--- src/rvCorePkg.sv ---
`default_nettype none

package rvCorePkg;

    // ----------------------------------------
    // Widths
    // ----------------------------------------

    // Data path and address width
    localparam int XLEN     = 32;
    // Register index width
    localparam int REG_AW   = 5;
    // Raw I-type immediate width
    localparam int IMM_W    = 12;
    // Architectural register count
    localparam int NUM_REGS = 32;

    // Data word or byte address
    typedef logic [XLEN-1:0]   wordT;
    // Register index, x0..x31
    typedef logic [REG_AW-1:0] regAddrT;
    // Immediate as found in inst[31:20]
    typedef logic [IMM_W-1:0]  immT;
    // Instruction class from decode
    typedef logic [1:0]        instKindT;

    // ----------------------------------------
    // Instruction classes
    // ----------------------------------------

    localparam instKindT KIND_ADDI    = 2'd0;
    localparam instKindT KIND_JALR    = 2'd1;
    localparam instKindT KIND_EBREAK  = 2'd2;
    // Anything else, skipped without a write
    localparam instKindT KIND_ILLEGAL = 2'd3;

    // ----------------------------------------
    // Encodings
    // ----------------------------------------

    // OP-IMM major opcode, addi lives here
    localparam logic [6:0] OPC_OPIMM = 7'b0010011;
    // JALR major opcode
    localparam logic [6:0] OPC_JALR  = 7'b1100111;

    // funct3 for addi
    localparam logic [2:0] F3_ADDI = 3'b000;
    // funct3 for jalr, the only legal one
    localparam logic [2:0] F3_JALR = 3'b000;

    // ebreak is matched on the whole word
    localparam wordT INST_EBREAK = 32'h0010_0073;

    // ----------------------------------------
    // Program counter
    // ----------------------------------------

    // Fetch address after reset
    localparam wordT RESET_PC  = 32'h8000_0000;
    // Step to the sequential instruction
    localparam wordT INST_STEP = 32'd4;

endpackage

`default_nettype wire

--- src/decodeIf.sv ---
`timescale 1ns/10ps
`default_nettype none

// Decoded operands from instDecode towards execUnit
// All purely combinational from inst and current state
interface decodeIf;

    // Instruction class
    rvCorePkg::instKindT kind;
    // Immediate, already sign extended
    rvCorePkg::wordT     imm;
    // Value of register rs1
    rvCorePkg::wordT     rs1Data;
    // Destination register index
    rvCorePkg::regAddrT  rd;
    // Current pc
    rvCorePkg::wordT     pc;
    // Sequential next pc, pc + 4
    rvCorePkg::wordT     snpc;

    // Decode drives everything
    modport decodeSide (
        output kind, imm, rs1Data, rd, pc, snpc
    );

    // Execute only reads
    modport execSide (
        input kind, imm, rs1Data, rd, pc, snpc
    );

endinterface

`default_nettype wire

--- src/execUnit.sv ---
`timescale 1ns/10ps
`default_nettype none

module execUnit (
    input  wire logic            clk,
    input  wire logic            rstN,
    // Decoded operands in
    decodeIf.execSide            ex,
    // Register write back
    output logic                 wen,
    output rvCorePkg::regAddrT   waddr,
    output rvCorePkg::wordT      wdata,
    // Next pc
    output rvCorePkg::wordT      dnpc,
    output logic                 halted,
    output logic                 illegal
);

    // ----------------------------------------
    // Halt FSM
    // ----------------------------------------

    typedef enum logic {
        RUN,
        HALT
    } haltStateT;

    haltStateT state;

    // Only way out of HALT is reset
    always_ff @(posedge clk) begin
        if (!rstN) begin
            state <= RUN;
        end else if (state == RUN && ex.kind == rvCorePkg::KIND_EBREAK) begin
            state <= HALT;
        end
    end

    assign halted = (state == HALT);

    // Flagged only while running
    assign illegal = (ex.kind == rvCorePkg::KIND_ILLEGAL) && !halted;

    // ----------------------------------------
    // Datapath
    // ----------------------------------------

    rvCorePkg::wordT sum;

    // Shared adder, addi result and jalr target
    assign sum = ex.rs1Data + ex.imm;

    always_comb begin
        if (halted) begin
            // Freeze
            dnpc = ex.pc;
        end else if (ex.kind == rvCorePkg::KIND_JALR) begin
            dnpc = {sum[rvCorePkg::XLEN-1:1], 1'b0};
        end else begin
            // addi, ebreak and illegal all step on
            dnpc = ex.snpc;
        end
    end

    // Link value for jalr, sum otherwise
    assign wdata = (ex.kind == rvCorePkg::KIND_JALR) ? ex.snpc : sum;
    assign waddr = ex.rd;

    // Halt and reset both block writes
    assign wen = rstN && !halted &&
                 (ex.kind == rvCorePkg::KIND_ADDI || ex.kind == rvCorePkg::KIND_JALR);

    // ----------------------------------------
    // Checks
    // ----------------------------------------

    // An ebreak retire leaves the core halted with writes shut off from the next cycle
    aHaltNoWrite : assert property (
        @(posedge clk) disable iff (!rstN)
        (halted || ex.kind == rvCorePkg::KIND_EBREAK) |=> (halted && !wen)
    ) else $error("register write while halted");

endmodule

`default_nettype wire

--- src/instDecode.sv ---
`timescale 1ns/10ps
`default_nettype none

module instDecode (
    input  wire logic            clk,
    input  wire logic            rstN,
    // Fetched instruction word
    input  rvCorePkg::wordT      inst,
    // Writeback from execUnit
    input  wire logic            wen,
    input  rvCorePkg::regAddrT   waddr,
    input  rvCorePkg::wordT      wdata,
    // Next pc from execUnit
    input  rvCorePkg::wordT      dnpc,
    // Debug register read
    input  rvCorePkg::regAddrT   dbgAddr,
    output rvCorePkg::wordT      dbgData,
    // Decoded operands out
    decodeIf.decodeSide          dec
);

    // ----------------------------------------
    // Field extraction
    // ----------------------------------------

    logic [6:0]         opcode;
    logic [2:0]         funct3;
    rvCorePkg::regAddrT rs1;
    rvCorePkg::regAddrT rd;
    rvCorePkg::immT     immRaw;

    // Standard I-type layout
    assign opcode = inst[6:0];
    assign funct3 = inst[14:12];
    assign rd     = inst[11:7];
    assign rs1    = inst[19:15];
    assign immRaw = inst[31:20];

    // ----------------------------------------
    // Classification
    // ----------------------------------------

    rvCorePkg::instKindT kind;

    always_comb begin
        // Opcode and funct3 first
        if (opcode == rvCorePkg::OPC_OPIMM && funct3 == rvCorePkg::F3_ADDI) begin
            kind = rvCorePkg::KIND_ADDI;
        end else if (opcode == rvCorePkg::OPC_JALR && funct3 == rvCorePkg::F3_JALR) begin
            kind = rvCorePkg::KIND_JALR;
        end else if (inst == rvCorePkg::INST_EBREAK) begin
            // Exact word match only
            kind = rvCorePkg::KIND_EBREAK;
        end else begin
            kind = rvCorePkg::KIND_ILLEGAL;
        end
    end

    // ----------------------------------------
    // Register file and pc
    // ----------------------------------------

    rvCorePkg::wordT rs1Data;
    rvCorePkg::wordT pc;
    rvCorePkg::wordT snpc;

    // Operand read always on rs1 field
    regFile uRegFile (
        .clk     (clk),
        .rstN    (rstN),
        .wen     (wen),
        .waddr   (waddr),
        .wdata   (wdata),
        .raddr   (rs1),
        .rdata   (rs1Data),
        .dbgAddr (dbgAddr),
        .dbgData (dbgData)
    );

    progCounter uProgCounter (
        .clk  (clk),
        .rstN (rstN),
        .dnpc (dnpc),
        .pc   (pc),
        .snpc (snpc)
    );

    // ----------------------------------------
    // Outputs to execUnit
    // ----------------------------------------

    assign dec.kind    = kind;
    // Sign extension of the 12-bit immediate
    assign dec.imm     = {{(rvCorePkg::XLEN - rvCorePkg::IMM_W){immRaw[rvCorePkg::IMM_W-1]}},
                          immRaw};
    assign dec.rs1Data = rs1Data;
    assign dec.rd      = rd;
    assign dec.pc      = pc;
    assign dec.snpc    = snpc;

endmodule

`default_nettype wire

--- src/progCounter.sv ---
`timescale 1ns/10ps
`default_nettype none

module progCounter (
    input  wire logic            clk,
    input  wire logic            rstN,
    // Next pc chosen by execUnit
    input  rvCorePkg::wordT      dnpc,
    output rvCorePkg::wordT      pc,
    output rvCorePkg::wordT      snpc
);

    // ----------------------------------------
    // PC register
    // ----------------------------------------

    rvCorePkg::wordT pcQ;

    // Loads dnpc every edge, no enable
    // Halt holding is done by execUnit feeding pc back
    always_ff @(posedge clk) begin
        if (!rstN) begin
            pcQ <= rvCorePkg::RESET_PC;
        end else begin
            pcQ <= dnpc;
        end
    end

    assign pc = pcQ;

    // Sequential successor
    assign snpc = pcQ + rvCorePkg::INST_STEP;

    // ----------------------------------------
    // Checks
    // ----------------------------------------

    // Edge after a reset cycle always lands on the reset vector
    aResetPc : assert property (
        @(posedge clk) !rstN |=> (pc == rvCorePkg::RESET_PC)
    ) else $error("pc not at RESET_PC after reset");

endmodule

`default_nettype wire

--- src/regFile.sv ---
`timescale 1ns/10ps
`default_nettype none

module regFile (
    input  wire logic            clk,
    input  wire logic            rstN,
    // Write port, from execUnit
    input  wire logic            wen,
    input  rvCorePkg::regAddrT   waddr,
    input  rvCorePkg::wordT      wdata,
    // Operand read, rs1
    input  rvCorePkg::regAddrT   raddr,
    output rvCorePkg::wordT      rdata,
    // Debug read
    input  rvCorePkg::regAddrT   dbgAddr,
    output rvCorePkg::wordT      dbgData
);

    // ----------------------------------------
    // Storage
    // ----------------------------------------

    rvCorePkg::wordT regs [rvCorePkg::NUM_REGS];

    // x0 never takes a write
    logic doWrite;
    assign doWrite = wen && (waddr != '0);

    // Whole file cleared on reset
    always_ff @(posedge clk) begin
        if (!rstN) begin
            for (int i = 0; i < rvCorePkg::NUM_REGS; i++) begin
                regs[i] <= '0;
            end
        end else if (doWrite) begin
            regs[waddr] <= wdata;
        end
    end

    // ----------------------------------------
    // Read ports
    // ----------------------------------------

    // Asynchronous reads, x0 forced to zero
    assign rdata   = (raddr == '0) ? '0 : regs[raddr];

    // Write shows up here the cycle after its edge
    assign dbgData = (dbgAddr == '0) ? '0 : regs[dbgAddr];

    // ----------------------------------------
    // Checks
    // ----------------------------------------

    // Value held in x0 stays zero out of reset, even after write attempts to it
    aZeroReg : assert property (
        @(posedge clk) disable iff (!rstN)
        (regs[0] == '0)
    ) else $error("x0 storage overwritten");

endmodule

`default_nettype wire

--- src/rvCoreTop.sv ---
`timescale 1ns/10ps
`default_nettype none

module rvCoreTop (
    input  wire logic            clk,
    input  wire logic            rstN,
    // Fetch port, one word per cycle
    input  rvCorePkg::wordT      inst,
    // Debug register read
    input  rvCorePkg::regAddrT   dbgAddr,
    // Address of inst
    output rvCorePkg::wordT      pc,
    output logic                 halted,
    output logic                 illegal,
    output rvCorePkg::wordT      dbgData
);

    // ----------------------------------------
    // Internal nets
    // ----------------------------------------

    // Decode to execute bundle
    decodeIf decBus ();

    // Execute back to decode
    logic               wen;
    rvCorePkg::regAddrT waddr;
    rvCorePkg::wordT    wdata;
    rvCorePkg::wordT    dnpc;

    // ----------------------------------------
    // Decode, register file and pc
    // ----------------------------------------

    instDecode uInstDecode (
        .clk     (clk),
        .rstN    (rstN),
        .inst    (inst),
        .wen     (wen),
        .waddr   (waddr),
        .wdata   (wdata),
        .dnpc    (dnpc),
        .dbgAddr (dbgAddr),
        .dbgData (dbgData),
        .dec     (decBus.decodeSide)
    );

    // ----------------------------------------
    // Execute and halt control
    // ----------------------------------------

    execUnit uExecUnit (
        .clk     (clk),
        .rstN    (rstN),
        .ex      (decBus.execSide),
        .wen     (wen),
        .waddr   (waddr),
        .wdata   (wdata),
        .dnpc    (dnpc),
        .halted  (halted),
        .illegal (illegal)
    );

    // Fetch address straight off the decode bundle
    assign pc = decBus.pc;

endmodule

`default_nettype wire
--- config.mk ---
export PLATFORM = sky130hd
export DESIGN_NAME = rvCoreTop
export DESIGN_NICKNAME = d
export VERILOG_FILES = /design/src/rvCorePkg.sv /design/src/decodeIf.sv /design/src/execUnit.sv /design/src/instDecode.sv /design/src/progCounter.sv /design/src/regFile.sv /design/src/rvCoreTop.sv
export SDC_FILE = /design/constraint.sdc
export NUM_CORES = 2
export LEC_CHECK = 0
export ABC_AREA = 1
export BUFFER_PORTS_ARGS = -buffer_cell sky130_fd_sc_hd__buf_2
export CAP_MARGIN = 5
export CELL_PAD_IN_SITES_DETAIL_PLACEMENT = 1
export CELL_PAD_IN_SITES_GLOBAL_PLACEMENT = 1
export CORE_MARGIN = 2
export CORE_UTILIZATION = 43
export CTS_CLUSTER_DIAMETER = 60
export DETAILED_ROUTE_END_ITERATION = 16
export PLACE_DENSITY = 0.74
export SLEW_MARGIN = 10
export SYNTH_ARGS = -nofsm -noshare
export SYNTH_HDL_FRONTEND = slang
export SYNTH_HIERARCHICAL = 1
export SYNTH_SLANG_ARGS = --single-unit
--- constraint.sdc ---
create_clock -name clk -period 3.65 [get_ports clk]
set_input_delay 0.365 -clock clk [delete_from_list [all_inputs] [get_ports clk]]
set_output_delay 0.365 -clock clk [all_outputs]
set_load 0.005 [all_outputs]
==> run_results.csv <==
group,metric,value,unit
clock_tree,clk-insertion-delay-late,0.78,ns
drt,viasPerCell,6.06,
clock_tree,cts_htree_levels,4,
sta,skew,0.0315,ns
cells_and_area,final_net_count,8597,
floorplan,coreArea,144000,um^2
pwr,p_per_area,477,nW/um^2
clock_tree,root_buffer,"clkbuf_16",
sta,worst_pin_slew,1.29,ns
setup_path,cp_max_fo,31,
pwr,total_power,0.0353,W
synthesis,syn_inst,8379,
pwr,power_leakage,32.1,nW
synthesis,syn_avg_cell_area,7.46,um^2
flow_run,cap_violations,0,
clock_tree,clock-sinks,1057,
setup_path,crit_chain,"nand2_1 > nand3_1 > nand3_1 > nand2_1 > nand2_1 > nand3_2 > nand2_4 > nor2_1 > ha_2 > nand2_1 > nand2_1 > nand2_1 > nand2_1 > inv_1 > nand3_2 > buf_4 > xor2_2 > buf_4 > nand2_1 > o21ai_0 > inv_1 > buf_12 > nor2_1",
drt,drc,0,
clock_tree,numCtsBuffers,134,
floorplan,rows,139,
run_status,outcome,"complete, no violations",
clock_tree,clkTransAtPathRegs,0.06,ns
drt,routed_wl,293,mm
cells_and_area,ff_latch_area,31400,um^2
setup_path,crit_path_max_incr_delay,0.40,ns
drt,wl_met1,114,mm
sta,rsz0062_at_grt,"true",
drt,wl_met3,28.4,mm
drt,dr.first_iter.drc_count,7883,
floorplan,start_util,43.4,%
cells_and_area,final_layout_size_suffix_gt1_share,12.9,%
sta,hold_viol,0,
sta,period_minus_slack,3.59,ns
cells_and_area,post-route-util,51.4,%
setup_path,end_kind,"register",
setup_path,crit_arrival,4.20,ns
pwr,vdd_drop_max,0.000410,V
global_route,gr-total-overflow,0,
synthesis,yosysWarnings,6,
floorplan,ioPinCount,105,
sta,period_share,98.3,%
hold_path,hold_path_class,"in2reg",
sta,setup_viol,0,
global_route,track_usage,38.2,%
drt,drtPass1Iterations,6,
synthesis,synth_area,62500,um^2
global_route,antenna_found_initial,6,
drt,top_layer,"met5",
floorplan,die_area,148000,um^2
sta,maxSlewViolCount,0,
cells_and_area,antennaDiodeCount,0,
drt,met2_wirelength,131,mm
setup_path,cpMostUsedCell,"nand2_1",
placed_design,dp_hpwl,183,mm
setup_path,path_class,"reg2reg",
floorplan,die_x,385,um
floorplan,dieHeight,385,um
synthesis,synthArstFlopShare,0,%
sta,finalHoldWorstSlack,0.299,ns
sta,tns,0,ns
synthesis,ys_ff_latch,1057,
cells_and_area,final_cell_count_no_fill,10531,
drt,ant_nets,0,
setup_path,cp.required,4.27,ns
sta,slew_headroom,14.2,%
synthesis,ys.flop_type,"edfxtp_1",
placed_design,port_buffers,104,
cells_and_area,fillCellCount,17570,
clock_tree,cts_tree,"done",
global_route,grt_pass1_vias,64259,
drt,wl_per_cell,27.8,um
synthesis,synth_edf_count,1024,
drt,vias,63789,
cells_and_area,area_delta_synth_final,18.5,%
sta,fmax,279,MHz
cells_and_area,multi_input_area,27400,um^2
setup_path,cp_slowest_cell,"edfxtp_1",
global_route,grt_pass1_wl,417,mm
placed_design,placed_cells,10263,
global_route,grt_start_max_net_pins,91,
clock_tree,clk_path_buf_depth,3,
synthesis,seq_area_frac_synth,50.2,%
synthesis,synth_cell_type_count,44,
setup_path,cp-start-kind,"register",
placed_design,place_congestion,0.932,
-- critical path: cells and delay by family (launching register included) --
family,cells,cell delay (ns)
xor gates and xnor gates,1,0.24
DFF,1,0.40
AOI/OAI and AO/OA,1,0.10
and+or+nand+nor,15,1.57
adders and majority gates,1,0.40
buffers and inverters,5,0.67
-- through the flow --
step	cell area [um^2]	worst slack, ns
floorplan	62600	0.123
global placement	68500	-0.714
detailed placement	68500	-0.799
CTS	73000	0.00110
global route	74000	-0.0849
finish	74000	0.0619
-- cell usage in the layout (no fill, tap or decap), drive strengths merged, types with 2 or more instances in the layout --
cell,Yosys,layout
a21oi,161,161
a31oi,5,5
and2,2,2
buf,394,662
bufinv,0,12
clkbuf,300,187
clkinv,3,38
clkinvlp,0,15
conb,1,32
dfxtp,33,33
edfxtp,1024,1024
ha,32,32
inv,351,352
nand2,2567,2567
nand3,1028,1028
nand3b,9,9
nand4,3,3
nor2,1917,1917
nor3,15,15
o211ai,23,23
o21a,2,2
o21ai,472,472
xnor2,7,7
xor2,24,24
-- cell usage after synthesis, types with 3 or more instances --
cell type | instances | area, um^2
nor2_4 | 8 | 90.1
a21oi_1 | 159 | 796
buf_4 | 69 | 518
buf_1 | 50 | 188
edfxtp_1 | 1024 | 30700
nor2_2 | 11 | 68.8
buf_6 | 13 | 146
clkbuf_1 | 299 | 1120
nand2_1 | 2546 | 9560
nand3b_1 | 8 | 60.1
nor2_1 | 1898 | 7120
o21ai_0 | 421 | 2110
inv_2 | 4 | 15.0
nand3_1 | 1027 | 5140
inv_1 | 347 | 1300
o211ai_1 | 23 | 173
o21ai_2 | 3 | 26.3
nor3_1 | 12 | 60.1
ha_1 | 32 | 400
nand2_2 | 18 | 113
o21ai_1 | 48 | 240
a31oi_1 | 5 | 31.3
dfxtp_1 | 33 | 661
xnor2_1 | 7 | 61.3
nand2_4 | 3 | 33.8
nand4_1 | 3 | 18.8
xor2_1 | 23 | 201
clkinv_1 | 3 | 11.3
buf_2 | 262 | 1310
nor3_2 | 3 | 30.0
-- layout make-up --
class | count | share of cell area (%)
clock buffers | 176 | 4.87
flip-flops and latches | 1057 | 42.4
well taps | 1903 | 3.22
inverters | 354 | 1.89
clock inverters | 63 | 0.840
repair buffers | 674 | 9.77
multi-input cells | 6304 | 37.0
-- worst paths after layout --
| path | cells past startpoint | to | from | slack (ns) |
|---|---|---|---|---|
| worst min-delay path | 7 | uExecUnit/halted$_SDFFE_PN0P_ | inst[2] | 0.30 |
| worst min register to register | 4 | uInstDecode/uProgCounter/pc[0]$_SDFF_PN0_ | uInstDecode/uProgCounter/pc[0]$_SDFF_PN0_ | 0.60 |
| worst max-delay path | 23 | uInstDecode/uRegFile/regs[16][11]$_SDFFCE_PN0P_ | uInstDecode/uRegFile/regs[20][8]$_SDFFCE_PN0P_ | 0.06 |
| worst max register to register | 23 | uInstDecode/uRegFile/regs[16][11]$_SDFFCE_PN0P_ | uInstDecode/uRegFile/regs[20][8]$_SDFFCE_PN0P_ | 0.06 |
-- logic make-up after synthesis --
kind of cell	synth area share [%]
AOI/OAI and AO/OA	5.48
xor gates and xnor gates	0.446
adders and majority gates	0.673
buffers and inverters	7.41
DFF	50.2
other	0.00600
and+or+nand+nor	35.7
-- metal layers --
metal / GRT usage, % / vias to the layer above
met5: 0 / -
met4: 21.8 / 8
met3: 6.78 / 893
met2: 60.0 / 3676
met1: 49.6 / 31808
li1: - / 27404
-- flip-flops by register name (all words and copies together), names as in the netlist --
name / cells
uInstDecode/uProgCounter/pc: 32
uExecUnit/halted: 1
uInstDecode/uRegFile/regs: 1024
-- repair_timing --
item / in CTS / in global routing
resized for setup: 36 / 165
gates cloned: 2 / 14
setup endpoints to repair: 352 / 750
hold buffers: 1 / 0
hold endpoints to repair: 1 / 0
pin swaps: 4 / 28
setup buffers: 4 / 8
-- power by group --
part	internal, W	switching (W)
Combinational	0.00263	0.00560
Clock	0.00772	0.00544
Sequential	0.0137	0.000239
Total	0.0240	0.0113
(Power assumes the default switching activity.)
